**src/design/python_pkg.sv**
```systemverilog
//----------------------------------------------------------
// shared widths, register map and sync codes for the
// PYTHON LVDS transmit model; modules refer to these by
// scoped names
//----------------------------------------------------------
`default_nettype none

package python_pkg;

	// ------------------------------------------------------------
	// widths
	// ------------------------------------------------------------
	localparam int DATA_WIDTH  = 10;
	localparam int CHANNEL_NUM = 4;

	// one serial word
	typedef logic [DATA_WIDTH-1:0] pix_t;
	// width, height, blanking in words or lines
	typedef logic [11:0] dim_t;
	// frame counter
	typedef logic [15:0] cnt_t;

	// ------------------------------------------------------------
	// control lane sync codes
	// ------------------------------------------------------------
	localparam pix_t SYNC_TR  = 10'h3A6;
	localparam pix_t SYNC_FS  = 10'h2AA;
	localparam pix_t SYNC_LS  = 10'h0AA;
	localparam pix_t SYNC_LE  = 10'h12A;
	localparam pix_t SYNC_FE  = 10'h32A;
	localparam pix_t SYNC_IMG = 10'h035;

	// ------------------------------------------------------------
	// AXI4-Lite register map, byte addresses
	// ------------------------------------------------------------
	localparam logic [7:0] REG_CTRL   = 8'h00;
	localparam logic [7:0] REG_WIDTH  = 8'h04;
	localparam logic [7:0] REG_HEIGHT = 8'h08;
	localparam logic [7:0] REG_LHIDE  = 8'h0C;
	localparam logic [7:0] REG_FHIDE  = 8'h10;
	localparam logic [7:0] REG_STATUS = 8'h14;

	localparam logic [1:0] RESP_OKAY   = 2'b00;
	localparam logic [1:0] RESP_SLVERR = 2'b10;

	// register defaults after reset
	localparam dim_t RST_WIDTH  = 12'd4;
	localparam dim_t RST_HEIGHT = 12'd3;
	localparam dim_t RST_LHIDE  = 12'd2;
	localparam dim_t RST_FHIDE  = 12'd3;

	// frame/line FSM
	typedef enum logic [1:0] {
		IDLE,
		FRAME_HIDE,
		LINE_ACTIVE,
		LINE_HIDE
	} timing_state_e;

endpackage

`default_nettype wire

```
**src/design/python_pixel_src.sv**
```systemverilog
//----------------------------------------------------------
// ramp pattern for the four data lanes, registered on the
// word enable together with its control code
//----------------------------------------------------------
`timescale 1ns/1ps
`default_nettype none

module python_pixel_src (
	input  wire                     clk_python,
	input  wire                     i_reset,
	input  wire                     i_word_en,
	input  wire                     i_lval,
	input  wire python_pkg::dim_t   i_col,
	input  wire python_pkg::dim_t   i_row,
	input  wire python_pkg::pix_t   i_code,
	output python_pkg::pix_t [python_pkg::CHANNEL_NUM-1:0] o_pix,
	output python_pkg::pix_t        o_code
);

	python_pkg::pix_t [python_pkg::CHANNEL_NUM-1:0] ramp;

	// lane k: 4c + k + 16r, wraps at 1024
	always_comb begin
		for (int k = 0; k < python_pkg::CHANNEL_NUM; k++) begin
			ramp[k] = python_pkg::pix_t'({i_col, 2'b00}) + python_pkg::pix_t'(k)
				+ python_pkg::pix_t'({i_row, 4'b0000});
		end
	end

	always_ff @(posedge clk_python) begin
		if (i_reset) begin
			o_pix  <= '0;
			o_code <= python_pkg::SYNC_TR;
		end else if (i_word_en) begin
			// sync and blanking words carry zero data
			o_pix  <= i_lval ? ramp : '0;
			o_code <= i_code;
		end
	end

endmodule

`default_nettype wire

```
**src/design/python_regs.sv**
```systemverilog
//----------------------------------------------------------
// AXI4-Lite slave holding the sensor configuration
// AW and W are taken together, one transfer in flight per
// direction; STATUS returns the frame count
//----------------------------------------------------------
`timescale 1ns/1ps
`default_nettype none

module python_regs (
	input  wire                     clk_python,
	input  wire                     i_reset,
	// write address and data
	input  wire                     i_awvalid,
	output logic                    o_awready,
	input  wire  [7:0]              i_awaddr,
	input  wire                     i_wvalid,
	output logic                    o_wready,
	input  wire  [31:0]             i_wdata,
	input  wire  [3:0]              i_wstrb,
	output logic                    o_bvalid,
	input  wire                     i_bready,
	output logic [1:0]              o_bresp,
	// read
	input  wire                     i_arvalid,
	output logic                    o_arready,
	input  wire  [7:0]              i_araddr,
	output logic                    o_rvalid,
	input  wire                     i_rready,
	output logic [31:0]             o_rdata,
	output logic [1:0]              o_rresp,
	// to and from the timing
	input  wire                     i_frame_done,
	output logic                    o_enable,
	output python_pkg::dim_t        o_width,
	output python_pkg::dim_t        o_height,
	output python_pkg::dim_t        o_lhide,
	output python_pkg::dim_t        o_fhide
);

	logic               wr_fire;
	logic               rd_fire;
	logic               wr_ok;
	python_pkg::cnt_t   frame_cnt;
	logic [31:0]        rd_data;
	logic               rd_ok;

	// byte lanes 0 and 1 cover the 12-bit fields
	function automatic python_pkg::dim_t wr_dim(python_pkg::dim_t cur, logic [31:0] data,
			logic [3:0] strb);
		python_pkg::dim_t res;
		res = cur;
		if (strb[0]) res[7:0] = data[7:0];
		if (strb[1]) res[11:8] = data[11:8];
		return res;
	endfunction

	// both write channels must be valid, one response outstanding
	assign wr_fire   = i_awvalid && i_wvalid && !o_bvalid;
	assign o_awready = wr_fire;
	assign o_wready  = wr_fire;
	assign rd_fire   = i_arvalid && !o_rvalid;
	assign o_arready = !o_rvalid;

	// writable addresses only, STATUS is read only
	assign wr_ok = (i_awaddr == python_pkg::REG_CTRL) || (i_awaddr == python_pkg::REG_WIDTH)
		|| (i_awaddr == python_pkg::REG_HEIGHT) || (i_awaddr == python_pkg::REG_LHIDE)
		|| (i_awaddr == python_pkg::REG_FHIDE);

	// ------------------------------------------------------------
	// read mux
	// ------------------------------------------------------------
	always_comb begin
		rd_data = '0;
		rd_ok   = 1'b1;
		case (i_araddr)
			python_pkg::REG_CTRL:   rd_data[0]     = o_enable;
			python_pkg::REG_WIDTH:  rd_data[11:0]  = o_width;
			python_pkg::REG_HEIGHT: rd_data[11:0]  = o_height;
			python_pkg::REG_LHIDE:  rd_data[11:0]  = o_lhide;
			python_pkg::REG_FHIDE:  rd_data[11:0]  = o_fhide;
			python_pkg::REG_STATUS: rd_data[15:0]  = frame_cnt;
			default:                rd_ok          = 1'b0;
		endcase
	end

	// ------------------------------------------------------------
	// config registers and handshake state
	// ------------------------------------------------------------
	always_ff @(posedge clk_python) begin
		if (i_reset) begin
			o_bvalid  <= 1'b0;
			o_rvalid  <= 1'b0;
			o_enable  <= 1'b0;
			o_width   <= python_pkg::RST_WIDTH;
			o_height  <= python_pkg::RST_HEIGHT;
			o_lhide   <= python_pkg::RST_LHIDE;
			o_fhide   <= python_pkg::RST_FHIDE;
			frame_cnt <= '0;
		end else begin
			if (wr_fire) begin
				o_bvalid <= 1'b1;
			end else if (i_bready) begin
				o_bvalid <= 1'b0;
			end
			if (rd_fire) begin
				o_rvalid <= 1'b1;
			end else if (i_rready) begin
				o_rvalid <= 1'b0;
			end
			if (wr_fire) begin
				case (i_awaddr)
					python_pkg::REG_CTRL:   if (i_wstrb[0]) o_enable <= i_wdata[0];
					python_pkg::REG_WIDTH:  o_width  <= wr_dim(o_width, i_wdata, i_wstrb);
					python_pkg::REG_HEIGHT: o_height <= wr_dim(o_height, i_wdata, i_wstrb);
					python_pkg::REG_LHIDE:  o_lhide  <= wr_dim(o_lhide, i_wdata, i_wstrb);
					python_pkg::REG_FHIDE:  o_fhide  <= wr_dim(o_fhide, i_wdata, i_wstrb);
					default: ;
				endcase
			end
			if (i_frame_done) frame_cnt <= frame_cnt + 16'd1;
		end
	end

	// response payload
	always_ff @(posedge clk_python) begin
		if (wr_fire) o_bresp <= wr_ok ? python_pkg::RESP_OKAY : python_pkg::RESP_SLVERR;
		if (rd_fire) begin
			o_rdata <= rd_data;
			o_rresp <= rd_ok ? python_pkg::RESP_OKAY : python_pkg::RESP_SLVERR;
		end
	end

	// write response held until the master takes it
	a_bvalid_hold: assert property (@(posedge clk_python) disable iff (i_reset)
		o_bvalid && !i_bready |=> o_bvalid);

endmodule

`default_nettype wire

```
**src/design/python_serializer.sv**
```systemverilog
//----------------------------------------------------------
// word enable divider and MSB-first shifters for four data
// lanes and the control lane, one bit per clock
//----------------------------------------------------------
`timescale 1ns/1ps
`default_nettype none

module python_serializer (
	input  wire                     clk_python,
	input  wire                     i_reset,
	input  wire python_pkg::pix_t [python_pkg::CHANNEL_NUM-1:0] i_pix,
	input  wire python_pkg::pix_t   i_code,
	output logic                    o_word_en,
	output logic [python_pkg::CHANNEL_NUM-1:0] o_ser_data,
	output logic                    o_ser_ctrl
);

	localparam logic [3:0] DIV_LAST = 4'(python_pkg::DATA_WIDTH - 1);

	logic [3:0] div_cnt;
	python_pkg::pix_t [python_pkg::CHANNEL_NUM-1:0] sh_data;
	python_pkg::pix_t sh_ctrl;

	// ------------------------------------------------------------
	// divide by DATA_WIDTH
	// ------------------------------------------------------------
	always_ff @(posedge clk_python) begin
		if (i_reset) begin
			div_cnt <= '0;
		end else if (div_cnt == DIV_LAST) begin
			div_cnt <= '0;
		end else begin
			div_cnt <= div_cnt + 4'd1;
		end
	end

	// one word slot per DATA_WIDTH clocks
	assign o_word_en = (div_cnt == DIV_LAST);

	// ------------------------------------------------------------
	// shift registers
	// ------------------------------------------------------------
	always_ff @(posedge clk_python) begin
		if (i_reset) begin
			// control lane idles on training, data lanes at zero
			sh_ctrl <= python_pkg::SYNC_TR;
			sh_data <= '0;
		end else if (o_word_en) begin
			sh_ctrl <= i_code;
			sh_data <= i_pix;
		end else begin
			sh_ctrl <= {sh_ctrl[python_pkg::DATA_WIDTH-2:0], 1'b0};
			for (int k = 0; k < python_pkg::CHANNEL_NUM; k++) begin
				sh_data[k] <= {sh_data[k][python_pkg::DATA_WIDTH-2:0], 1'b0};
			end
		end
	end

	// MSB leads
	always_comb begin
		for (int k = 0; k < python_pkg::CHANNEL_NUM; k++) begin
			o_ser_data[k] = sh_data[k][python_pkg::DATA_WIDTH-1];
		end
	end
	assign o_ser_ctrl = sh_ctrl[python_pkg::DATA_WIDTH-1];

	// divider stays in range
	a_div_range: assert property (@(posedge clk_python) disable iff (i_reset)
		div_cnt <= DIV_LAST);

endmodule

`default_nettype wire

```
**src/design/python_timing.sv**
```systemverilog
//----------------------------------------------------------
// frame and line timing, one step per word enable
// yields fval/lval, pixel position and the control code;
// dimensions are sampled at each frame start
//----------------------------------------------------------
`timescale 1ns/1ps
`default_nettype none

module python_timing (
	input  wire                     clk_python,
	input  wire                     i_reset,
	input  wire                     i_word_en,
	input  wire                     i_enable,
	input  wire python_pkg::dim_t   i_width,
	input  wire python_pkg::dim_t   i_height,
	input  wire python_pkg::dim_t   i_lhide,
	input  wire python_pkg::dim_t   i_fhide,
	output logic                    o_fval,
	output logic                    o_lval,
	output python_pkg::dim_t        o_col,
	output python_pkg::dim_t        o_row,
	output python_pkg::pix_t        o_code,
	output logic                    o_frame_done
);

	python_pkg::timing_state_e state;
	// word position inside the current state
	python_pkg::dim_t cnt;
	python_pkg::dim_t row;
	python_pkg::dim_t width_q;
	python_pkg::dim_t height_q;
	python_pkg::dim_t lhide_q;
	python_pkg::dim_t fhide_q;
	logic last_row;
	logic line_end;
	logic start_frame;

	assign last_row = (row == height_q - 12'd1);
	// last word of a line, its final blanking word or LE when there is no blanking
	assign line_end = (state == python_pkg::LINE_HIDE && cnt == lhide_q - 12'd1)
		|| (state == python_pkg::LINE_ACTIVE && cnt == width_q + 12'd1 && lhide_q == '0);
	// enable is only looked at between frames
	assign start_frame = i_enable && (state == python_pkg::IDLE || (line_end && last_row));

	always_ff @(posedge clk_python) begin
		if (i_reset) begin
			state        <= python_pkg::IDLE;
			cnt          <= '0;
			row          <= '0;
			o_fval       <= 1'b0;
			o_lval       <= 1'b0;
			o_col        <= '0;
			o_row        <= '0;
			o_code       <= python_pkg::SYNC_TR;
			o_frame_done <= 1'b0;
		end else begin
			o_frame_done <= 1'b0;
			if (i_word_en) begin
				// blanking word unless overridden
				o_lval <= 1'b0;
				o_code <= python_pkg::SYNC_TR;
				cnt    <= cnt + 12'd1;
				case (state)
					python_pkg::IDLE: begin
						o_fval <= 1'b0;
						cnt    <= '0;
					end
					python_pkg::FRAME_HIDE: begin
						o_fval <= 1'b0;
						if (cnt == fhide_q - 12'd1) begin
							state <= python_pkg::LINE_ACTIVE;
							cnt   <= '0;
						end
					end
					python_pkg::LINE_ACTIVE: begin
						o_fval <= 1'b1;
						if (cnt == '0) begin
							// FS replaces LS on the first line
							o_code <= (row == '0) ? python_pkg::SYNC_FS : python_pkg::SYNC_LS;
						end else if (cnt <= width_q) begin
							o_lval <= 1'b1;
							o_code <= python_pkg::SYNC_IMG;
							o_col  <= cnt - 12'd1;
							o_row  <= row;
						end else begin
							o_code       <= last_row ? python_pkg::SYNC_FE : python_pkg::SYNC_LE;
							o_frame_done <= last_row;
							state        <= python_pkg::LINE_HIDE;
							cnt          <= '0;
						end
					end
					python_pkg::LINE_HIDE: o_fval <= !last_row;
					default: state <= python_pkg::IDLE;
				endcase
				if (line_end) begin
					cnt <= '0;
					if (last_row) begin
						state <= python_pkg::IDLE;
					end else begin
						row   <= row + 12'd1;
						state <= python_pkg::LINE_ACTIVE;
					end
				end
				// new frame, takes the current register values
				if (start_frame) begin
					width_q  <= i_width;
					height_q <= i_height;
					lhide_q  <= i_lhide;
					fhide_q  <= i_fhide;
					row      <= '0;
					cnt      <= '0;
					state    <= (i_fhide != '0) ? python_pkg::FRAME_HIDE
						: python_pkg::LINE_ACTIVE;
				end
			end
		end
	end

	// image words only come out of an open line inside a frame
	a_lval_in_fval: assert property (@(posedge clk_python) disable iff (i_reset)
		o_lval |-> o_fval && state == python_pkg::LINE_ACTIVE);

endmodule

`default_nettype wire

```
**src/design/python_tx_top.sv**
```systemverilog
//----------------------------------------------------------
// PYTHON LVDS transmit model, AXI4-Lite configured
// serial lanes lag the timing by two word slots
//----------------------------------------------------------
`timescale 1ns/1ps
`default_nettype none

module python_tx_top (
	input  wire                     clk_python,
	input  wire                     i_reset,
	input  wire                     i_awvalid,
	output logic                    o_awready,
	input  wire  [7:0]              i_awaddr,
	input  wire                     i_wvalid,
	output logic                    o_wready,
	input  wire  [31:0]             i_wdata,
	input  wire  [3:0]              i_wstrb,
	output logic                    o_bvalid,
	input  wire                     i_bready,
	output logic [1:0]              o_bresp,
	input  wire                     i_arvalid,
	output logic                    o_arready,
	input  wire  [7:0]              i_araddr,
	output logic                    o_rvalid,
	input  wire                     i_rready,
	output logic [31:0]             o_rdata,
	output logic [1:0]              o_rresp,
	output logic [python_pkg::CHANNEL_NUM-1:0] o_ser_data,
	output logic                    o_ser_ctrl,
	output logic                    o_fval_mon
);

	// ------------------------------------------------------------
	// internal nets
	// ------------------------------------------------------------
	logic             enable;
	python_pkg::dim_t width;
	python_pkg::dim_t height;
	python_pkg::dim_t lhide;
	python_pkg::dim_t fhide;
	logic             frame_done;
	logic             word_en;
	logic             fval;
	logic             lval;
	python_pkg::dim_t col;
	python_pkg::dim_t row;
	python_pkg::pix_t tim_code;
	python_pkg::pix_t pix_code;
	python_pkg::pix_t [python_pkg::CHANNEL_NUM-1:0] pix;

	python_regs u_regs (
		.clk_python   (clk_python),
		.i_reset      (i_reset),
		.i_awvalid    (i_awvalid),
		.o_awready    (o_awready),
		.i_awaddr     (i_awaddr),
		.i_wvalid     (i_wvalid),
		.o_wready     (o_wready),
		.i_wdata      (i_wdata),
		.i_wstrb      (i_wstrb),
		.o_bvalid     (o_bvalid),
		.i_bready     (i_bready),
		.o_bresp      (o_bresp),
		.i_arvalid    (i_arvalid),
		.o_arready    (o_arready),
		.i_araddr     (i_araddr),
		.o_rvalid     (o_rvalid),
		.i_rready     (i_rready),
		.o_rdata      (o_rdata),
		.o_rresp      (o_rresp),
		.i_frame_done (frame_done),
		.o_enable     (enable),
		.o_width      (width),
		.o_height     (height),
		.o_lhide      (lhide),
		.o_fhide      (fhide)
	);

	// word n chosen here
	python_timing u_timing (
		.clk_python   (clk_python),
		.i_reset      (i_reset),
		.i_word_en    (word_en),
		.i_enable     (enable),
		.i_width      (width),
		.i_height     (height),
		.i_lhide      (lhide),
		.i_fhide      (fhide),
		.o_fval       (fval),
		.o_lval       (lval),
		.o_col        (col),
		.o_row        (row),
		.o_code       (tim_code),
		.o_frame_done (frame_done)
	);

	// word n+1, pixels and code registered together
	python_pixel_src u_pixel_src (
		.clk_python (clk_python),
		.i_reset    (i_reset),
		.i_word_en  (word_en),
		.i_lval     (lval),
		.i_col      (col),
		.i_row      (row),
		.i_code     (tim_code),
		.o_pix      (pix),
		.o_code     (pix_code)
	);

	// word n+2, onto the lanes
	python_serializer u_serializer (
		.clk_python (clk_python),
		.i_reset    (i_reset),
		.i_pix      (pix),
		.i_code     (pix_code),
		.o_word_en  (word_en),
		.o_ser_data (o_ser_data),
		.o_ser_ctrl (o_ser_ctrl)
	);

	assign o_fval_mon = fval;

endmodule

`default_nettype wire

```
**config.mk**
```make
export PLATFORM = sky130hd
export DESIGN_NAME = python_tx_top
export DESIGN_NICKNAME = d
export VERILOG_FILES = /design/src/design/python_pkg.sv /design/src/design/python_pixel_src.sv /design/src/design/python_regs.sv /design/src/design/python_serializer.sv /design/src/design/python_timing.sv /design/src/design/python_tx_top.sv
export SDC_FILE = /design/constraint.sdc
export NUM_CORES = 1
export LEC_CHECK = 0
export BUFFER_PORTS_ARGS = -buffer_cell sky130_fd_sc_hd__buf_4
export CORE_MARGIN = 4
export CORE_UTILIZATION = 55
export CTS_BUF_LIST = sky130_fd_sc_hd__clkbuf_4 sky130_fd_sc_hd__clkbuf_8 sky130_fd_sc_hd__clkbuf_16
export CTS_CLUSTER_SIZE = 28
export DETAILED_ROUTE_END_ITERATION = 6
export PLACE_DENSITY_LB_ADDON = 0.25
export SYNTH_ARGS = -nofsm -noshare
export SYNTH_HDL_FRONTEND = slang
export SYNTH_SLANG_ARGS = --single-unit
```
**constraint.sdc**
```tcl
create_clock -name clk_python -period 7.7 [get_ports clk_python]
set_clock_uncertainty 0.15 [all_clocks]
set_input_delay 1.54 -clock clk_python [delete_from_list [all_inputs] [get_ports clk_python]]
set_output_delay 1.54 -clock clk_python [all_outputs]
set_load 0.01 [all_outputs]
```
-- Word-level counts from Yosys, hierarchy flattened
Index checks and enable logic that the tools add are counted.
- order comparisons: 1
- reductions and logical operators: 46
- equality and inequality tests: 21
- mux-type cells: 38
- $mul: 0
- bitwise logic cells: 4
- shift-type cells: 0
- add/sub/neg operators: 16
- divide/modulo/power cells: 0
- operators by type and width (kind ; number):
    2-to-1 mux 12 bit ; 8
    2-to-1 mux 40 bit ; 2
    2-to-1 mux 10 bit ; 6
    case mux 11 bit (5 select lines) ; 1
    == test 12 bit ; 4
    adder 10 bit ; 4
    adder 12 x 1 -> 12 bit, second input constant ; 3
    zero test 12 bit ; 3
    case mux 12 bit (3 select lines) ; 1
    subtractor 12 x 1 -> 12 bit, second input constant ; 3
    AND reduction 3 bit ; 11
    == test 8 x 4 -> 1 bit, second input constant ; 4
    == test 8 x 5 -> 1 bit, second input constant ; 3
    adder 10 x 2 -> 10 bit, second input constant ; 2
    2-to-1 mux 2 bit ; 9
    adder 16 x 1 -> 16 bit, second input constant ; 1
    == test 8 x 3 -> 1 bit, second input constant ; 2
    zero test 8 bit ; 2
    less-or-equal comparator 12 bit ; 1
    nonzero test 12 bit ; 1
    adder 10 x 1 -> 10 bit, second input constant ; 1
    logical AND 1 bit ; 8
    2-to-1 mux 1 bit ; 8
    != test 4 x 2 -> 1 bit, second input constant ; 2
    other kinds (21) ; 36
- latch bits: 0
- memories: 0
- input bits: 59
- RAM bits: 0
- word-level logic and storage cells: 171
- bits in read-only memories: 0
- register bits after elaboration: 292

-- Depth between registers and ports, before layout
- word-level depth: 10
- depth in mapped cells: 14

-- Hierarchy
Synthesis repeated with hierarchy kept, for this count alone.
- cell total of the unflattened synthesis: 1404
- area, all modules: 13306.5 sq um
- by module, submodules not included (module ; sequential area each (sq um) ; area an instance (sq um) ; instances ; cells each):
    python_timing ; 2622.5 ; 6251.0 ; 1 ; 677
    python_regs ; 1881.8 ; 3948.8 ; 1 ; 378
    python_serializer ; 1081.0 ; 2018.2 ; 1 ; 230
    python_pixel_src ; 380.4 ; 1088.5 ; 1 ; 119

-- Least setup slack after synthesis
OpenSTA, ideal clock, no wires.
- path type: register to register
- start: reg u_timing.height_q[2]
- end: reg u_timing.fhide_q[0], enable pin
- setup time: 0.454 ns
- arrival: 4.438 ns
- cell stages (with the launch flop): 10
- required time: 7.096 ns
- setup slack: 2.658 ns
- clock period less this slack: 5.042 ns
- cell sequence: edfxtp_1 -> or4_1 -> buf_2 -> o41ai_2 -> o2111ai_1 -> a2111oi_4 -> nand3b_4 -> a21oi_1 -> o21ai_1 -> nor2_1
- longest elaborated chain between the ends: 6
- ends and longest elaborated chain (element ; line ; source):
    from (decl) ; python_timing.sv:31 ; python_pkg::dim_t height_q;
    from (signal assigned) ; python_timing.sv:107 ; height_q <= i_height;
    subtractor 12 x 1 -> 12 bit ; python_timing.sv:38 ; assign last_row = (row == height_q - 12'd1);
    == test 12 bit ; python_timing.sv:38 ;
    logical AND 1 bit ; python_timing.sv:43 ; assign start_frame = i_enable && (state == python_pkg::IDLE || (line_end && last_row));
    logical OR 1 bit ; python_timing.sv:43 ;
    logical AND 1 bit ; python_timing.sv:43 ;
    AND reduction 3 bit (no line) ; -- ;
    to (signal assigned) ; python_timing.sv:109 ; fhide_q <= i_fhide;
    to (decl) ; python_timing.sv:33 ; python_pkg::dim_t fhide_q;
No other way between the ends.
A chain may end at the register's enable or synchronous reset.

-- Final worst setup path
- start: reg u_timing.lhide_q[0]
- end: reg u_timing.lhide_q[1], enable pin
- longest elaborated chain between the ends: 8
- elaborated cells between the ends (all ways): 10
- ends and longest elaborated chain (element ; line ; source):
    from (decl) ; python_timing.sv:32 ; python_pkg::dim_t lhide_q;
    from (signal assigned) ; python_timing.sv:108 ; lhide_q <= i_lhide;
    subtractor 12 x 1 -> 12 bit ; python_timing.sv:40 ; assign line_end = (state == python_pkg::LINE_HIDE && cnt == lhide_q - 12'd1)
    == test 12 bit ; python_timing.sv:40 ;
    logical AND 1 bit ; python_timing.sv:40 ;
    logical OR 1 bit (*) ; python_timing.sv:41 ; || (state == python_pkg::LINE_ACTIVE && cnt == width_q + 12'd1 && lhide_q == '0);
    logical AND 1 bit (*) ; python_timing.sv:43 ;
    logical OR 1 bit (*) ; python_timing.sv:43 ;
    logical AND 1 bit (*) ; python_timing.sv:43 ;
    AND reduction 3 bit (no line) (*) ; -- ;
Mark *: on every way between the ends. The rest lies on a longest branch, timed or not.

==> flow_summary.html <==
<table>
<tr><th>Metric</th><th>Value</th></tr>
<tr><th colspan="2">STA</th></tr>
<tr><td>Final setup TNS</td><td>0 ns</td></tr>
<tr><td>Smallest hold slack</td><td>approximately 0.26 ns</td></tr>
<tr><td>Maximum clock frequency</td><td>roughly 0.25 GHz</td></tr>
<tr><td>Total count of hold-check failures in the final report</td><td>0</td></tr>
<tr><td>Final Critical Period</td><td>4.077 ns</td></tr>
<tr><td>Transition time at the pin with the least slew margin</td><td>1.145 ns</td></tr>
<tr><td>Pins over their slew limit</td><td>0</td></tr>
<tr><td>Setup repair after global routing missed its margin</td><td>false</td></tr>
<tr><td>Post-route clock period utilization</td><td>52.95%</td></tr>
<tr><td>Final worst setup slack</td><td>3.623 ns</td></tr>
<tr><td>Count of final setup violators</td><td>0</td></tr>
<tr><td>Relative slew slack</td><td>23.36%</td></tr>
<tr><th colspan="2">Final layout</th></tr>
<tr><td>Antenna Diode Count</td><td>0</td></tr>
<tr><td>Post-route insts no fill</td><td>1,589</td></tr>
<tr><td>Area overhead of the layout relative to synthesis</td><td>11.52%</td></tr>
<tr><td>Layout filler cell count</td><td>1,697</td></tr>
<tr><td>Total Nets Final</td><td>between 1k and 1.5k</td></tr>
<tr><td>Share of layout cells above drive strength 1</td><td>approximately 10%</td></tr>
<tr><th colspan="2">Min path</th></tr>
<tr><td>Worst hold stages</td><td>1</td></tr>
<tr><td>Type of the worst min-delay path</td><td>flop to flop</td></tr>
<tr><td>Hold path start</td><td>u_serializer.sh_ctrl[4]</td></tr>
<tr><td>Hold worst-path end</td><td>u_serializer.sh_ctrl[5]</td></tr>
<tr><th colspan="2">Power and ir drop</th></tr>
<tr><td>Cell Pwr Density</td><td>~200 nW/um^2</td></tr>
<tr><td>Static leakage power</td><td>~5.2 nW</td></tr>
<tr><td>Worst VDD drop</td><td>around 0.15 mV</td></tr>
<tr><td>Power share of the combinational group</td><td>roughly 3.0%</td></tr>
<tr><td>Switching Share</td><td>20.40%</td></tr>
<tr><td>P_int</td><td>2.115 mW</td></tr>
<tr><td>Share of power burned in the clock network</td><td>46.9%</td></tr>
<tr><td>Sequential group share of total power</td><td>between 50% and 60%</td></tr>
<tr><td>Overall power consumption</td><td>~2.7 mW</td></tr>
<tr><td>Net switching power</td><td>0.5422 mW</td></tr>
<tr><th colspan="2">Worst setup path</th></tr>
<tr><td>Worst setup path startpoint</td><td>u_timing.lhide_q[0]</td></tr>
<tr><td>Flop-to-flop setup slack</td><td>3.62 ns</td></tr>
<tr><td>Data required time at the worst endpoint</td><td>7.70 ns</td></tr>
<tr><td>Critical path start-end classification</td><td>flop to flop</td></tr>
<tr><td>Startpoint class of the critical path</td><td>flop</td></tr>
<tr><td>CP arrival</td><td>around 4 ns</td></tr>
<tr><td>Capture point of the worst reg-to-reg path</td><td>u_timing.lhide_q[1]</td></tr>
<tr><td>Worst Setup End Kind</td><td>flop</td></tr>
<tr><td>Worst Reg2Reg Path Length in Cells</td><td>10</td></tr>
<tr><td>R2R Path Start</td><td>u_timing.lhide_q[0]</td></tr>
<tr><td>Largest driver fanout on the critical path</td><td>48</td></tr>
<tr><th colspan="2">GRT</th></tr>
<tr><td>Wire length of the first global-routing pass</td><td>44,790 um</td></tr>
<tr><td>Grt ovf</td><td>0</td></tr>
<tr><td>Pin count of the biggest net entering global routing</td><td>83</td></tr>
<tr><td>Global Route met3 Usage</td><td>under 10%</td></tr>
<tr><td>Combined global-route utilization of all metal layers</td><td>22.73%</td></tr>
<tr><td>Antenna violations before repair</td><td>1</td></tr>
<tr><td>Fraction of met1 tracks used by global routing</td><td>31.97%</td></tr>
<tr><td>Vias in the first global route</td><td>8,668</td></tr>
<tr><td>Met2 capacity usage during global routing</td><td>36.42%</td></tr>
<tr><td>Global route hottest layer</td><td>met2</td></tr>
<tr><th colspan="2">Yosys</th></tr>
<tr><td>Netlist Area Pre-Place</td><td>11,840 um^2</td></tr>
<tr><td>Share of synthesized registers carrying an async set or reset</td><td>0%</td></tr>
<tr><td>Top FF cell, synth</td><td>sky130_fd_sc_hd__dfxtp_1</td></tr>
<tr><td>Cell taking the most area after synthesis</td><td>sky130_fd_sc_hd__dfxtp_1</td></tr>
<tr><td>Unique masters post-synth</td><td>73</td></tr>
<tr><td>Post-synthesis average cell area</td><td>9.304 um^2</td></tr>
<tr><td>Syn Inst Count</td><td>about 1.3k</td></tr>
<tr><td>Number of warnings issued by yosys</td><td>0</td></tr>
<tr><td>Number of synthesized flops with an enable pin</td><td>66</td></tr>
<tr><td>Most instantiated library cell after synthesis</td><td>sky130_fd_sc_hd__dfxtp_1</td></tr>
<tr><td>Part of the Yosys area used for sequential elements</td><td>46.99%</td></tr>
<tr><td>Most used standard cells in the synthesized netlist</td><td>179 x sky130_fd_sc_hd__dfxtp_1, 136 x sky130_fd_sc_hd__nand2_1, 134 x sky130_fd_sc_hd__nor2_1, 84 x sky130_fd_sc_hd__a21oi_1, 66 x sky130_fd_sc_hd__edfxtp_1</td></tr>
<tr><td>Share of the synthesized area in the top cell type</td><td>a little under a third</td></tr>
<tr><td>Main area contributors after synthesis</td><td>sky130_fd_sc_hd__dfxtp_1 30%, sky130_fd_sc_hd__edfxtp_1 17%, sky130_fd_sc_hd__mux2i_1 4.9%</td></tr>
<tr><td>Synthesis-stage register bit count</td><td>around 250</td></tr>
<tr><th colspan="2">Clocking</th></tr>
<tr><td>Number of gates resized after CTS</td><td>0</td></tr>
<tr><td>Root buffer selected by CTS</td><td>sky130_fd_sc_hd__clkbuf_16</td></tr>
<tr><td>Clock slew at the register clock pins of the worst setup and hold paths</td><td>0.06 ns</td></tr>
<tr><td>Clock latency at the later pin of the worst-skew pair</td><td>0.52 ns</td></tr>
<tr><td>CTS Sinks</td><td>245</td></tr>
<tr><td>Buffer levels on the longest clock path</td><td>3</td></tr>
<tr><td>TritonCTS Buffers</td><td>26</td></tr>
<tr><td>CTS tree</td><td>yes</td></tr>
<tr><td>Post-CTS Hold Fix Bufs</td><td>0</td></tr>
<tr><td>Number of buffers added for setup after CTS</td><td>0</td></tr>
<tr><td>Count of H-tree levels built during CTS</td><td>1</td></tr>
<tr><th colspan="2">Die</th></tr>
<tr><td>Initial cell density of the core</td><td>56.16%</td></tr>
<tr><td>Core region area</td><td>21,090 um^2</td></tr>
<tr><td>Height of the die</td><td>between 150 and 200 um</td></tr>
<tr><td>Horizontal die dimension</td><td>approximately 150 um</td></tr>
<tr><td>Number of rows created at floorplan</td><td>53</td></tr>
<tr><td>Count of pins on the block boundary</td><td>106</td></tr>
<tr><td>Die footprint</td><td>23,950 um^2</td></tr>
<tr><th colspan="2">Route</th></tr>
<tr><td>Initial drt markers</td><td>718</td></tr>
<tr><td>Residual antenna-violating net count after detailed routing</td><td>0</td></tr>
<tr><td>First-pass iteration count of the detailed router</td><td>5</td></tr>
<tr><td>Vias after detailed routing</td><td>9,209</td></tr>
<tr><td>Per-cell via count in the routed design</td><td>5.795</td></tr>
<tr><td>Detailed-route wire length</td><td>27,730 um</td></tr>
<tr><td>Detailed-route DRC error count</td><td>0</td></tr>
<tr><td>Wire per inst</td><td>17.45 um</td></tr>
<tr><th colspan="2">Place</th></tr>
<tr><td>Final weighted congestion in routability-driven placement</td><td>0.9223</td></tr>
<tr><td>Buffers added on ports</td><td>65</td></tr>
<tr><td>HPWL after detailed placement</td><td>roughly 19,000 um</td></tr>
<tr><td>Cell count after placement</td><td>~1.5k</td></tr>
<tr><td>Pre-CTS WS</td><td>3.682 ns</td></tr>
<tr><th colspan="2">Run status</th></tr>
<tr><td>Status</td><td>completed</td></tr>
<tr><th colspan="2">Job</th></tr>
<tr><td>Total of max-cap violations</td><td>0</td></tr>
</table>
-- metal layers --
| metal | vias to the layer above | share of wire, % |
|---|---|---|
| li1 | 4502 | - |
| met1 | 4332 | 46 |
| met2 | 319 | 45 |
| met3 | 54 | 6.6 |
| met4 | 2 | 2.4 |
| met5 | - | 0.047 |
-- worst max-delay path, stage by stage, from the launching register on --
cell,delay (ns)
sky130_fd_sc_hd__edfxtp_1,0.43
sky130_fd_sc_hd__inv_1,0.08
sky130_fd_sc_hd__ha_1,0.26
sky130_fd_sc_hd__nor3b_1,0.51
sky130_fd_sc_hd__nand3_1,0.13
sky130_fd_sc_hd__a2111oi_0,0.47
sky130_fd_sc_hd__nand4_1,0.51
sky130_fd_sc_hd__a21oi_1,0.34
sky130_fd_sc_hd__o21ai_1,0.17
sky130_fd_sc_hd__nor2_4,0.14
sky130_fd_sc_hd__buf_4,0.48
-- layout by cell type, fill, tap and decap left out, drive strengths merged, types with 16 or more instances in the layout --
master	n
a21oi	85
buf	74
clkbuf	36
conb	18
dfxtp	179
edfxtp	66
ha	32
inv	40
mux2i	58
nand2	136
nand3	31
nand3b	17
nand4	21
nor2	134
nor3	25
nor4	16
o21ai	51
or3	18
xnor2	45
xor2	35
-- state kept, by name, indices dropped and copies added (netlist names), 12 cells and up --
name / count
u_regs.o_lhide: 12
u_regs.frame_cnt: 16
u_regs.o_fhide: 12
u_regs.o_height: 12
u_serializer.sh_data: 30
u_timing.width_q: 12
u_timing.cnt: 12
u_timing.row: 12
u_timing.fhide_q: 12
u_timing.lhide_q: 12
u_timing.height_q: 12
u_regs.o_width: 12
u_regs.o_rdata: 16
-- worst max-delay path by stage --
stage,endpoint,cells past startpoint
floorplan,u_timing.fhide_q[0],9
global placement,u_timing.width_q[4],10
detailed placement,u_timing.width_q[2],10
CTS,u_timing.height_q[0],10
global route,u_timing.lhide_q[1],10
finish,u_timing.lhide_q[1],10
-- logic make-up after synthesis --
kind of cell | Yosys count | share of synthesized area [%]
multiplexers | 59 | 4.997
adder cells (fa/ha/maj) | 33 | 3.550
buffers and inverters | 132 | 5.145
AND/OR/NAND/NOR | 485 | 20.10
AO/OA/AOI/OAI | 238 | 13.27
flip-flops | 245 | 46.99
XOR/XNOR | 80 | 5.916
other | 1 | 0.03166
-- layout make-up --
type | count | area [um^2] | area share, %
Timing Repair Buffer | 74 | 555.5 | 4.206
Inverter | 38 | 142.6 | 1.080
Clock buffer | 36 | 760.7 | 5.760
Tap cell | 275 | 344.1 | 2.605
Sequential cell | 245 | 5565 | 42.14
Clock inverter | 8 | 96.34 | 0.7294
Multi-Input combinational cell | 913 | 5743 | 43.48
-- power by group through the flow --
stage	sequential (mW)	combinational (mW)	clock, mW
2_1_floorplan	1.36	0.0461	0
3_3_place_gp	1.36	0.0783	0
3_5_place_dp	1.36	0.0787	0
4_1_cts	1.33	0.0789	1.26
5_1_grt	1.33	0.0872	1.32
6_report	1.33	0.0791	1.25
-- stage by stage --
step	cell area (um^2)	util [%]
2_1_floorplan	11910	-
3_3_place_gp	12350	58.57
3_5_place_dp	12350	58.57
4_1_cts	13210	62.63
5_1_grt	13210	62.63
6_report	13210	62.63
No activity file was read; power rests on OpenSTA's default activity.
